## src/rtl/wb_pkg.sv

```systemverilog
package wb_pkg;

   // --------------------------------------------------
   // Bus geometry
   // --------------------------------------------------

   localparam int WB_DATA_W = 16;        // Bus data word
   localparam int WB_ADR_W  = 6;         // Word address, 64 words

   // --------------------------------------------------
   // On-chip memory slave
   // --------------------------------------------------

   localparam int SRAM_WORDS   = 64;     // Memory depth in words
   localparam int SRAM_LATENCY = 2;      // Accepted strobe to ack, in cycles

   // --------------------------------------------------
   // Burst master request tracking
   // --------------------------------------------------

   // Outstanding request counter width
   // Room for SRAM_LATENCY plus one requests in flight
   localparam int QUEUE_BITS = 2;

endpackage

```

## src/rtl/blk_pkg.sv

```systemverilog
package blk_pkg;

   // --------------------------------------------------
   // Block geometry
   // --------------------------------------------------

   localparam int BLK_WORDS = 8;         // Words per block
   localparam int BLK_OFS_W = 3;         // Offset inside a block
   localparam int BLK_IDX_W = 3;         // Block number

   // --------------------------------------------------
   // Command encoding
   // --------------------------------------------------

   // Reduction select, top command bit
   localparam logic OP_SUM = 1'b0;       // Modulo 2^16 sum
   localparam logic OP_XOR = 1'b1;       // Bitwise XOR

   // {op, block index}
   localparam int CMD_W = 4;

endpackage

```

## src/rtl/fetch_decode.sv

```systemverilog
`timescale 1ns/100ps

module fetch_decode
   import wb_pkg::*, blk_pkg::*;
(
   input  logic                clk_i,
   input  logic                rst_i,
   input  logic                cmd_valid_i,
   input  logic [CMD_W-1:0]    cmd_i,
   input  logic                done_i,
   output logic                busy_o,
   output logic                fetch_start_o,
   output logic [WB_ADR_W-1:0] base_o,
   output logic                op_o
);

   logic [BLK_IDX_W-1:0] idx_q;          // Latched block number
   logic                 op_q;
   logic                 accept;

   // Commands while busy are dropped
   assign accept = cmd_valid_i && !busy_o;

   // --------------------------------------------------
   // Busy flag and fetch start pulse
   // --------------------------------------------------
   always_ff @(posedge clk_i) begin
      if (rst_i) begin
         busy_o        <= 1'b0;
         fetch_start_o <= 1'b0;
      end else begin
         fetch_start_o <= accept;        // One cycle after acceptance
         if (accept)
            busy_o <= 1'b1;
         else if (done_i)
            busy_o <= 1'b0;              // Falls the cycle after done
      end
   end

   // Command fields, held for the whole burst
   always_ff @(posedge clk_i) begin
      if (accept) begin
         op_q  <= cmd_i[CMD_W-1];
         idx_q <= cmd_i[BLK_IDX_W-1:0];
      end
   end

   assign op_o   = op_q;
   assign base_o = WB_ADR_W'(int'(idx_q) * BLK_WORDS);  // First word of block

endmodule

```

## src/rtl/fetch_burst.sv

```systemverilog
`timescale 1ns/100ps

module fetch_burst
   import wb_pkg::*, blk_pkg::*;
(
   input  logic                clk_i,
   input  logic                rst_i,
   input  logic                fetch_i,
   input  logic [WB_ADR_W-1:0] base_i,
   input  logic                ack_i,
   input  logic                stall_i,
   output logic                cyc_o,
   output logic                stb_o,
   output logic [WB_ADR_W-1:0] adr_o,
   output logic                ready_o
);

   logic [BLK_OFS_W-1:0]  ofs_q;         // Word offset of the current strobe
   logic [QUEUE_BITS-1:0] out_cnt;       // Requests issued but not yet acked
   logic                  accept;
   logic                  ofs_last;
   logic                  last_ack;

   // --------------------------------------------------
   // Handshake decode
   // --------------------------------------------------

   assign accept   = stb_o && !stall_i;                     // Strobe taken by slave
   assign ofs_last = ofs_q == BLK_OFS_W'(BLK_WORDS - 1);

   // All strobes out and the only pending request returns
   assign last_ack = ack_i && !stb_o && out_cnt == QUEUE_BITS'(1);

   assign adr_o = base_i + WB_ADR_W'(ofs_q);

   // --------------------------------------------------
   // Bus cycle and strobe
   // --------------------------------------------------
   always_ff @(posedge clk_i) begin
      if (rst_i) begin
         cyc_o <= 1'b0;
         stb_o <= 1'b0;
      end else if (fetch_i) begin
         cyc_o <= 1'b1;
         stb_o <= 1'b1;
      end else if (cyc_o) begin
         cyc_o <= !last_ack;
         stb_o <= stb_o && !(accept && ofs_last);  // Held while stalled
      end
   end

   // Offset counter
   // Advances only on accepted strobes, so the address holds under stall
   always_ff @(posedge clk_i) begin
      if (rst_i || fetch_i)
         ofs_q <= '0;
      else if (accept && !ofs_last)
         ofs_q <= ofs_q + 1'b1;
   end

   // --------------------------------------------------
   // Outstanding request counter
   // --------------------------------------------------
   always_ff @(posedge clk_i) begin
      if (rst_i || fetch_i) begin
         out_cnt <= '0;                  // Empty at burst start
      end else begin
         case ({accept, ack_i})
            2'b10:   out_cnt <= out_cnt + 1'b1;   // New request
            2'b01:   out_cnt <= out_cnt - 1'b1;   // Data back
            default: out_cnt <= out_cnt;          // Issue and return cancel out
         endcase
      end
   end

   // Burst done, one cycle after the final ack
   always_ff @(posedge clk_i) begin
      if (rst_i)
         ready_o <= 1'b0;
      else
         ready_o <= cyc_o && last_ack;
   end

endmodule

```

## src/rtl/wb_sram.sv

```systemverilog
`timescale 1ns/100ps

module wb_sram
   import wb_pkg::*;
(
   input  logic                 clk_i,
   input  logic                 cyc_i,
   input  logic                 stb_i,
   input  logic [WB_ADR_W-1:0]  adr_i,
   input  logic                 stall_i,
   input  logic                 load_we_i,
   input  logic [WB_ADR_W-1:0]  load_adr_i,
   input  logic [WB_DATA_W-1:0] load_dat_i,
   output logic                 ack_o,
   output logic                 stall_o,
   output logic [WB_DATA_W-1:0] dat_o
);

   logic [WB_DATA_W-1:0] mem [SRAM_WORDS];

   // Delay line, one entry per cycle of latency
   logic                 vld_q [SRAM_LATENCY];
   logic [WB_DATA_W-1:0] dat_q [SRAM_LATENCY];
   logic                 accept;

   assign accept  = cyc_i && stb_i && !stall_i;
   assign stall_o = stall_i;             // Back-pressure comes from outside

   // --------------------------------------------------
   // Load port
   // --------------------------------------------------
   always_ff @(posedge clk_i) begin
      if (load_we_i)
         mem[load_adr_i] <= load_dat_i;
   end

   // --------------------------------------------------
   // Read pipeline
   // --------------------------------------------------
   // Valid bit and read data shift one stage per cycle toward ack_o
   always_ff @(posedge clk_i) begin
      vld_q[0] <= accept;
      if (accept)
         dat_q[0] <= mem[adr_i];         // Synchronous read
      for (int i = 1; i < SRAM_LATENCY; i++) begin
         vld_q[i] <= vld_q[i-1];
         dat_q[i] <= dat_q[i-1];
      end
   end

   // Ack exactly SRAM_LATENCY cycles after acceptance
   assign ack_o = vld_q[SRAM_LATENCY-1];
   assign dat_o = dat_q[SRAM_LATENCY-1];

endmodule

```

## src/rtl/fetch_result.sv

```systemverilog
`timescale 1ns/100ps

module fetch_result
   import wb_pkg::*, blk_pkg::*;
(
   input  logic                 clk_i,
   input  logic                 rst_i,
   input  logic                 clear_i,
   input  logic                 op_i,
   input  logic                 cyc_i,
   input  logic                 ack_i,
   input  logic [WB_DATA_W-1:0] dat_i,
   input  logic                 ready_i,
   output logic                 done_o,
   output logic [WB_DATA_W-1:0] result_o
);

   logic [WB_DATA_W-1:0] acc_q;          // Running reduction

   // --------------------------------------------------
   // Accumulator
   // --------------------------------------------------
   always_ff @(posedge clk_i) begin
      if (clear_i) begin
         acc_q <= '0;                    // Fresh block
      end else if (cyc_i && ack_i) begin
         case (op_i)
            OP_SUM:  acc_q <= acc_q + dat_i;    // Wraps mod 2^16
            OP_XOR:  acc_q <= acc_q ^ dat_i;
            default: acc_q <= acc_q;
         endcase
      end
   end

   // Result register and done pulse
   always_ff @(posedge clk_i) begin
      if (rst_i)
         done_o <= 1'b0;
      else
         done_o <= ready_i;
   end

   always_ff @(posedge clk_i) begin
      if (ready_i)
         result_o <= acc_q;
   end

endmodule

```

## src/rtl/fetch_top.sv

```systemverilog
`timescale 1ns/100ps

module fetch_top
   import wb_pkg::*, blk_pkg::*;
(
   input  logic                 clk_i,
   input  logic                 rst_i,
   input  logic                 cmd_valid_i,
   input  logic [CMD_W-1:0]     cmd_i,
   input  logic                 load_we_i,
   input  logic [WB_ADR_W-1:0]  load_adr_i,
   input  logic [WB_DATA_W-1:0] load_dat_i,
   input  logic                 stall_i,
   output logic                 busy_o,
   output logic                 done_o,
   output logic [WB_DATA_W-1:0] result_o
);

   // --------------------------------------------------
   // Decode to execute
   // --------------------------------------------------
   logic                 fetch_start;
   logic                 fetch_ready;
   logic [WB_ADR_W-1:0]  blk_base;
   logic                 blk_op;

   // Wishbone
   logic                 wb_cyc, wb_stb, wb_ack, wb_stall;
   logic [WB_ADR_W-1:0]  wb_adr;
   logic [WB_DATA_W-1:0] wb_dat;

   fetch_decode decode_i (
      .clk_i(clk_i), .rst_i(rst_i),
      .cmd_valid_i(cmd_valid_i), .cmd_i(cmd_i),
      .done_i(done_o),                   // Result pulse ends the busy period
      .busy_o(busy_o), .fetch_start_o(fetch_start),
      .base_o(blk_base), .op_o(blk_op)
   );

   fetch_burst burst_i (
      .clk_i(clk_i), .rst_i(rst_i),
      .fetch_i(fetch_start), .base_i(blk_base),
      .ack_i(wb_ack), .stall_i(wb_stall),
      .cyc_o(wb_cyc), .stb_o(wb_stb), .adr_o(wb_adr),
      .ready_o(fetch_ready)
   );

   wb_sram sram_i (
      .clk_i(clk_i),
      .cyc_i(wb_cyc), .stb_i(wb_stb), .adr_i(wb_adr), .stall_i(stall_i),
      .load_we_i(load_we_i), .load_adr_i(load_adr_i), .load_dat_i(load_dat_i),
      .ack_o(wb_ack), .stall_o(wb_stall), .dat_o(wb_dat)
   );

   fetch_result result_i (
      .clk_i(clk_i), .rst_i(rst_i),
      .clear_i(fetch_start), .op_i(blk_op),
      .cyc_i(wb_cyc), .ack_i(wb_ack), .dat_i(wb_dat),
      .ready_i(fetch_ready),
      .done_o(done_o), .result_o(result_o)
   );

endmodule

```

## config.mk

```make
export PLATFORM = sky130hd
export DESIGN_NAME = fetch_top
export DESIGN_NICKNAME = d
export VERILOG_FILES = /design/src/rtl/wb_pkg.sv /design/src/rtl/blk_pkg.sv /design/src/rtl/fetch_decode.sv /design/src/rtl/fetch_burst.sv /design/src/rtl/wb_sram.sv /design/src/rtl/fetch_result.sv /design/src/rtl/fetch_top.sv
export SDC_FILE = /design/constraint.sdc
export NUM_CORES = 1
export LEC_CHECK = 0
export ABC_CLOCK_PERIOD_IN_PS = 3900
export BUFFER_PORTS_ARGS = -buffer_cell sky130_fd_sc_hd__buf_2
export CAP_MARGIN = 20
export CORE_ASPECT_RATIO = 0.75
export CORE_UTILIZATION = 60
export CTS_CLUSTER_SIZE = 25
export DETAILED_ROUTE_END_ITERATION = 16
export GPL_TIMING_DRIVEN = 0
export PLACE_DENSITY = 0.76
export SYNTH_ARGS = -nofsm -noshare
export SYNTH_HDL_FRONTEND = slang
export SYNTH_HIERARCHICAL = 1
export SYNTH_SLANG_ARGS = --single-unit
export TNS_END_PERCENT = 50
```

## constraint.sdc

```tcl
create_clock -name clk_i -period 3.9 [get_ports clk_i]
set_input_delay 0.195 -clock clk_i [delete_from_list [all_inputs] [get_ports clk_i]]
set_output_delay 0.195 -clock clk_i [all_outputs]
set_load 0.01 [all_outputs]
```

Word-level counts from Yosys, hierarchy flattened. Memories as Yosys holds them, arrays and structs flattened. Cells that the tools add are included.

$add $sub $neg: 5. Mux-type cells: 12. Equality and inequality tests: 4. Reduce and logical (&&, ||, !) cells: 21. Bitwise logic cells: 2.

Operator list (number): 16-bit case mux with 2 select lines (1); 16-bit adder (1); 16-bit XOR (1); 1-bit logical AND (11); 1-bit 2-to-1 mux (10); 6-bit by 3-bit adder with 6-bit output (1); 1-bit zero test (6); 2-bit nonzero test (3); 2-bit by 1-bit == test with 1-bit output, second input constant (2); 2-bit case mux with 2 select lines (1); 3-bit by 1-bit adder with 3-bit output, second input constant (1); 3-bit == test, second input constant (1); 2-bit by 1-bit adder with 2-bit output, second input constant (1); 2-bit == test, second input constant (1); 2-bit by 1-bit subtractor with 2-bit output, second input constant (1); 1-bit logical OR (1); 1-bit inverter (1).

Memories: 3. Input bits: 31. Flip-flop bits (word level): 47. Word-level logic and storage cells: 59. Output and inout port bits: 18. Memory bits (writable): 1058.

Memory list: sram_i.mem (words 64, width 16, read ports 1, clocked after memory_dff 0, write ports 1, line wb_sram.sv:19) `logic [WB_DATA_W-1:0] mem [SRAM_WORDS];`; sram_i.dat_q (words 2, width 16, read ports 2, clocked after memory_dff 0, write ports 2, line wb_sram.sv:23) `logic [WB_DATA_W-1:0] dat_q [SRAM_LATENCY];`; sram_i.vld_q (words 2, width 1, read ports 2, clocked after memory_dff 0, write ports 2, line wb_sram.sv:22) `logic vld_q [SRAM_LATENCY];`.

Longest topological paths before layout.
Depth in word-level cells: 7. Mapped depth: 12.

Modules after synthesis. Netlist, hierarchy kept.

By module, submodules not included: wb_sram (times used 1, seq. area each 31590.3 µm², cells an instance 1847, area an instance 40518.9 µm²); fetch_result (times used 1, seq. area each 820.8 µm², cells an instance 187, area an instance 1878.1 µm²); fetch_burst (times used 1, seq. area each 160.2 µm², cells an instance 49, area an instance 498.0 µm²); fetch_decode (times used 1, seq. area each 160.2 µm², cells an instance 14, area an instance 210.2 µm²).

Least setup slack after synthesis. OpenSTA, ideal clock, no wires.

Kind: reg-to-reg. Start: memory sram_i.dat_q[1][0] (netlist: sram_i/dat_q[0][16]). End: register result_i.acc_q[12]. Path slack: 1.451 ns. Data required time: 3.778 ns. Setup time: 0.122 ns. Arrival: 2.327 ns. Stages on the path, launching flop included: 10. Cell sequence: dfxtp_1 -> buf_4 -> ha_1 -> fa_1 -> a21o_1 -> a21o_1 -> a2111oi_0 -> nor4_1 -> mux2i_1 -> a311o_1.

RTL lines: from (decl) (line wb_sram.sv:23); to (signal assigned) (line fetch_result.sv:28) `OP_SUM: acc_q <= acc_q + dat_i;`; to (signal assigned) (line fetch_result.sv:29) `OP_XOR: acc_q <= acc_q ^ dat_i;`; to (signal assigned) (line fetch_result.sv:30) `default: acc_q <= acc_q;`; to (decl) (line fetch_result.sv:18) `logic [WB_DATA_W-1:0] acc_q;`.

==> metrics.md <==
| Metric | Value |
|---|---|
| Skew-Pair Late Insertion Delay | `0.69 ns` |
| Clock root buffer master | `clkbuf_16` |
| Per-cell routed wire length | `32.1 um` |
| Commonest cells after routing, fill and taps aside | `1060 x edfxtp_1, 223 x mux4_2, 102 x clkbuf_16` |
| Min Hold Slack | `0.0226 ns` |
| Row count | `84` |
| Antenna Nets Post-Route | `0` |
| Setup ws final | `-0.0976 ns` |
| Core footprint | `70600 um2` |
| Slew margin rel. | `28.8%` |
| Critical path, cell by cell | `ha_1 -> xor2_1 -> buf_4 -> buf_4 -> clkbuf_1 -> mux4_2 -> a22oi_1 -> and3_1 -> nor4_1` |
| Status | `finished with violations` |
| Min-delay worst type | `in -> reg` |
| #FFs+latches synth | `1105` |
| Syn Inst Count | `2097` |
| CP most frequent cell | `buf_4` |
| Final setup viols | `1` |
| Met1 usage | `44.0%` |
| Most common cell after layout, fill and taps aside | `edfxtp_1` |
| Clock Path Buffers | `3` |
| Post-synth ARST share | `0%` |
| Via count | `22800` |
| Reg clk slew, reported paths | `0.07 ns` |
| Max stage delay on crit path | `0.86 ns` |
| Area Growth Syn to Fin | `14.2%` |
| VDD IR-drop max | `504 uV` |
| Die Wd | `312 um` |
| Final nets | `2385` |
| Power Density | `496 nW/um2` |
| Syn. warnings | `6` |
| WP buf/inv | `3` |
| Tcrit/Tclk final | `103%` |
| Remaining Overflow, GRT | `0` |
| Initial core utilization | `61.0%` |
| Most common flop cell mapped by yosys | `edfxtp_1` |
| Initial drt markers | `3298` |
| H-tree depth | `3` |
| Top Family by Delay on Critical Path | `buffers and inverters` |
| Drt total wl | `108 mm` |
| LEAKAGE | `15.8 nW` |
| Max Fclk | `0.250 GHz` |
| Vias in the first global route | `22200` |
| Initial antenna violation count | `1` |
| Full die area | `72900 um2` |
| Post-Place Setup Slack | `0.0374 ns` |
| DR vias/cell | `6.80` |
| Synth cell types | `66` |
| Hpwl dp | `70.6 mm` |
| Largest net degree at the start of global routing | `65` |
| Max stage delay cell, worst path | `nor4_1` |
| Post-CTS Setup Repair Bufs | `0` |
| All-Layer GR Usage | `30.2%` |
| DRC Markers | `0` |
| Mapped cell area | `43100 um2` |
| Critical setup path kind | `reg -> reg` |
| Setup crit end kind | `flip-flop` |
| Mean area per synthesized cell | `20.6 um2` |
| CTS tree | `done` |
| Startpoint Class | `flip-flop` |
| Max Cap Violations | `0` |
| Worst Skew | `0.0283 ns` |
| M2 GR Usage | `44.6%` |
| Inserted Diodes | `0` |
| TritonRoute pass-1 iters | `6` |
| Sink Count | `1105` |
| Failing checks | `setup timing` |
| IO buf count | `43` |
| Num CTS Buffers | `100` |
| Share of layout cells above drive strength 1 | `26.8%` |
| Met3 Usage GRT | `9.17%` |
| Post-synthesis sequential area ratio | `75.9%` |
| Die Ht | `234 um` |
| I/O Pins | `49` |
| Max FO, Critical Path | `19` |
| Unrepaired setup endpoints after global routing | `false` |
| Number of synthesized flops with an enable pin | `1060` |
| Final Hold Fails | `0` |
| Slew Viols, Final | `0` |
| # fillers | `4179` |
| Worst Max-Slew Pin Slew | `1.07 ns` |
| GP Congestion | `0.991` |
| Worst EP arrival | `4.32 ns` |
| CP required | `4.23 ns` |
| First-pass GRT wire length | `155 mm` |
| Minimum clock period | `4.00 ns` |
| Busiest grt layer | `met2` |
-- Yosys cell counts (2+ instances only) --
| cell type | instances | area, um2 |
|---|---|---|
| nand3_1 | 36 | 180 |
| o21ai_0 | 9 | 45.0 |
| mux2i_1 | 97 | 971 |
| buf_1 | 6 | 22.5 |
| a21o_1 | 7 | 52.6 |
| and4_1 | 11 | 96.3 |
| dfxtp_1 | 45 | 901 |
| edfxtp_1 | 1060 | 31800 |
| ha_1 | 22 | 275 |
| nor3_1 | 13 | 65.1 |
| mux4_2 | 223 | 5020 |
| o31ai_1 | 5 | 37.5 |
| and3_1 | 7 | 43.8 |
| xnor2_1 | 10 | 87.6 |
| buf_4 | 43 | 323 |
| a221oi_1 | 21 | 184 |
| clkbuf_1 | 47 | 176 |
| nand2_1 | 42 | 158 |
| xor2_1 | 6 | 52.6 |
| fa_1 | 2 | 40.0 |
| inv_1 | 3 | 11.3 |
| a311oi_1 | 14 | 123 |
| o21a_1 | 3 | 22.5 |
| a22o_1 | 4 | 35.0 |
| o211a_1 | 3 | 30.0 |
| nor4_1 | 6 | 37.5 |
| a22oi_1 | 62 | 465 |
| a21oi_1 | 27 | 135 |
| buf_2 | 23 | 115 |
| nand3b_1 | 6 | 45.0 |
| buf_12 | 4 | 80.1 |
| a311o_1 | 2 | 20.0 |
| nor2_1 | 91 | 342 |
| or3_1 | 4 | 25.0 |
| a211o_1 | 9 | 78.8 |
| a31oi_1 | 12 | 75.1 |
| buf_6 | 10 | 113 |
| mux2_2 | 11 | 124 |
| and2_1 | 3 | 18.8 |
| nand4_1 | 5 | 31.3 |
| a211oi_1 | 18 | 135 |
| nand2b_1 | 3 | 18.8 |
| nor2b_1 | 39 | 244 |
-- sequential cells by signal, summed over array words and instances, names as in the netlist, 2 cells and up --
register,flops
sram_i/dat_q,32
sram_i/mem,1024
result_i/acc_q,16
burst_i/ofs_q,3
burst_i/out_cnt,2
decode_i/idx_q,3
result_i/result_o,16
sram_i/vld_q,2
-- metal layers --
metal / vias to the layer above / share of wire (%) / wire, um
li1: 9180 / - / -
met1: 11800 / 38 / 41500
met2: 1603 / 45 / 48100
met3: 223 / 14 / 15200
met4: 0 / 3.0 / 3260
met5: - / 0 / 0
-- what timing repair did --
action,in CTS,in global routing
setup endpoints to repair,1,3
hold endpoints to repair,40,73
cloned,0,0
gates resized for setup,0,4
hold buffers,9,6
-- final timing paths --
kind	startpoint	to	slack [ns]	cells after the start
worst max-delay path	burst_i/ofs_q[2]	sram_i/dat_q[0][15]	-0.1	9
worst min-delay path	load_dat_i[8]	sram_i/mem[55][8]	0.02	1
worst max register to register	burst_i/ofs_q[2]	sram_i/dat_q[0][15]	-0.1	9
worst min register to register	sram_i/vld_q[0][0]	sram_i/vld_q[0][1]	0.33	0
-- through the flow --
step	TNS [ns]	instance area (um2)	total power, mW	util [%]	std cells
after floorplan	0	43100	14.3	-	2099
after global placement	0	44500	15.0	63.0	3088
after detailed placement	0	45700	15.0	64.7	3152
after CTS	0	49000	24.4	69.4	3348
after global routing	0	49200	25.0	69.7	3362
final	-0.0976	49200	24.4	69.7	3362
-- cell families (layout without fill, tap and decap cells) --
kind of cell | count (synthesis) | after routing | synth area share [%]
buffers and inverters | 137 | 454 | 1.96
adder cells (fa/ha/maj) | 24 | 24 | 0.731
multiplexers | 332 | 332 | 14.2
XOR/XNOR | 16 | 16 | 0.325
flip-flops | 1105 | 1105 | 75.9
AO/OA/AOI/OAI | 207 | 207 | 3.58
other | 1 | 3 | 0.00870
AND/OR/NAND/NOR | 275 | 275 | 3.24
-- worst register-to-register path: cells and delay by family (launching register included) --
kind / cells / cell delay, ns
buffers and inverters: 3 / 1.25
AND/OR/NAND/NOR: 2 / 1.14
flip-flops: 1 / 0.43
multiplexers: 1 / 0.37
adder cells (fa/ha/maj): 1 / 0.22
XOR/XNOR: 1 / 0.16
AO/OA/AOI/OAI: 1 / 0.08
-- final cells by class --
| class | instances | area [um2] | share of cell area, % |
|---|---|---|---|
| flip-flops and latches | 1105 | 32700 | 66.5 |
| clock buffers | 124 | 2670 | 5.42 |
| multi-input cells | 857 | 9700 | 19.7 |
| clock inverters | 64 | 514 | 1.04 |
| repair buffers | 130 | 1570 | 3.19 |
| well taps | 946 | 1180 | 2.41 |
| inverters | 4 | 15.0 | 0.0305 |
| plain buffers | 132 | 832 | 1.69 |
-- where the power goes --
part | switching, mW | internal [mW]
logic | 1.12 | 0.659
clock network | 4.33 | 5.21
registers | 0.0277 | 13.1
total | 5.47 | 19.0
No activity file was read; power rests on OpenSTA's default activity.
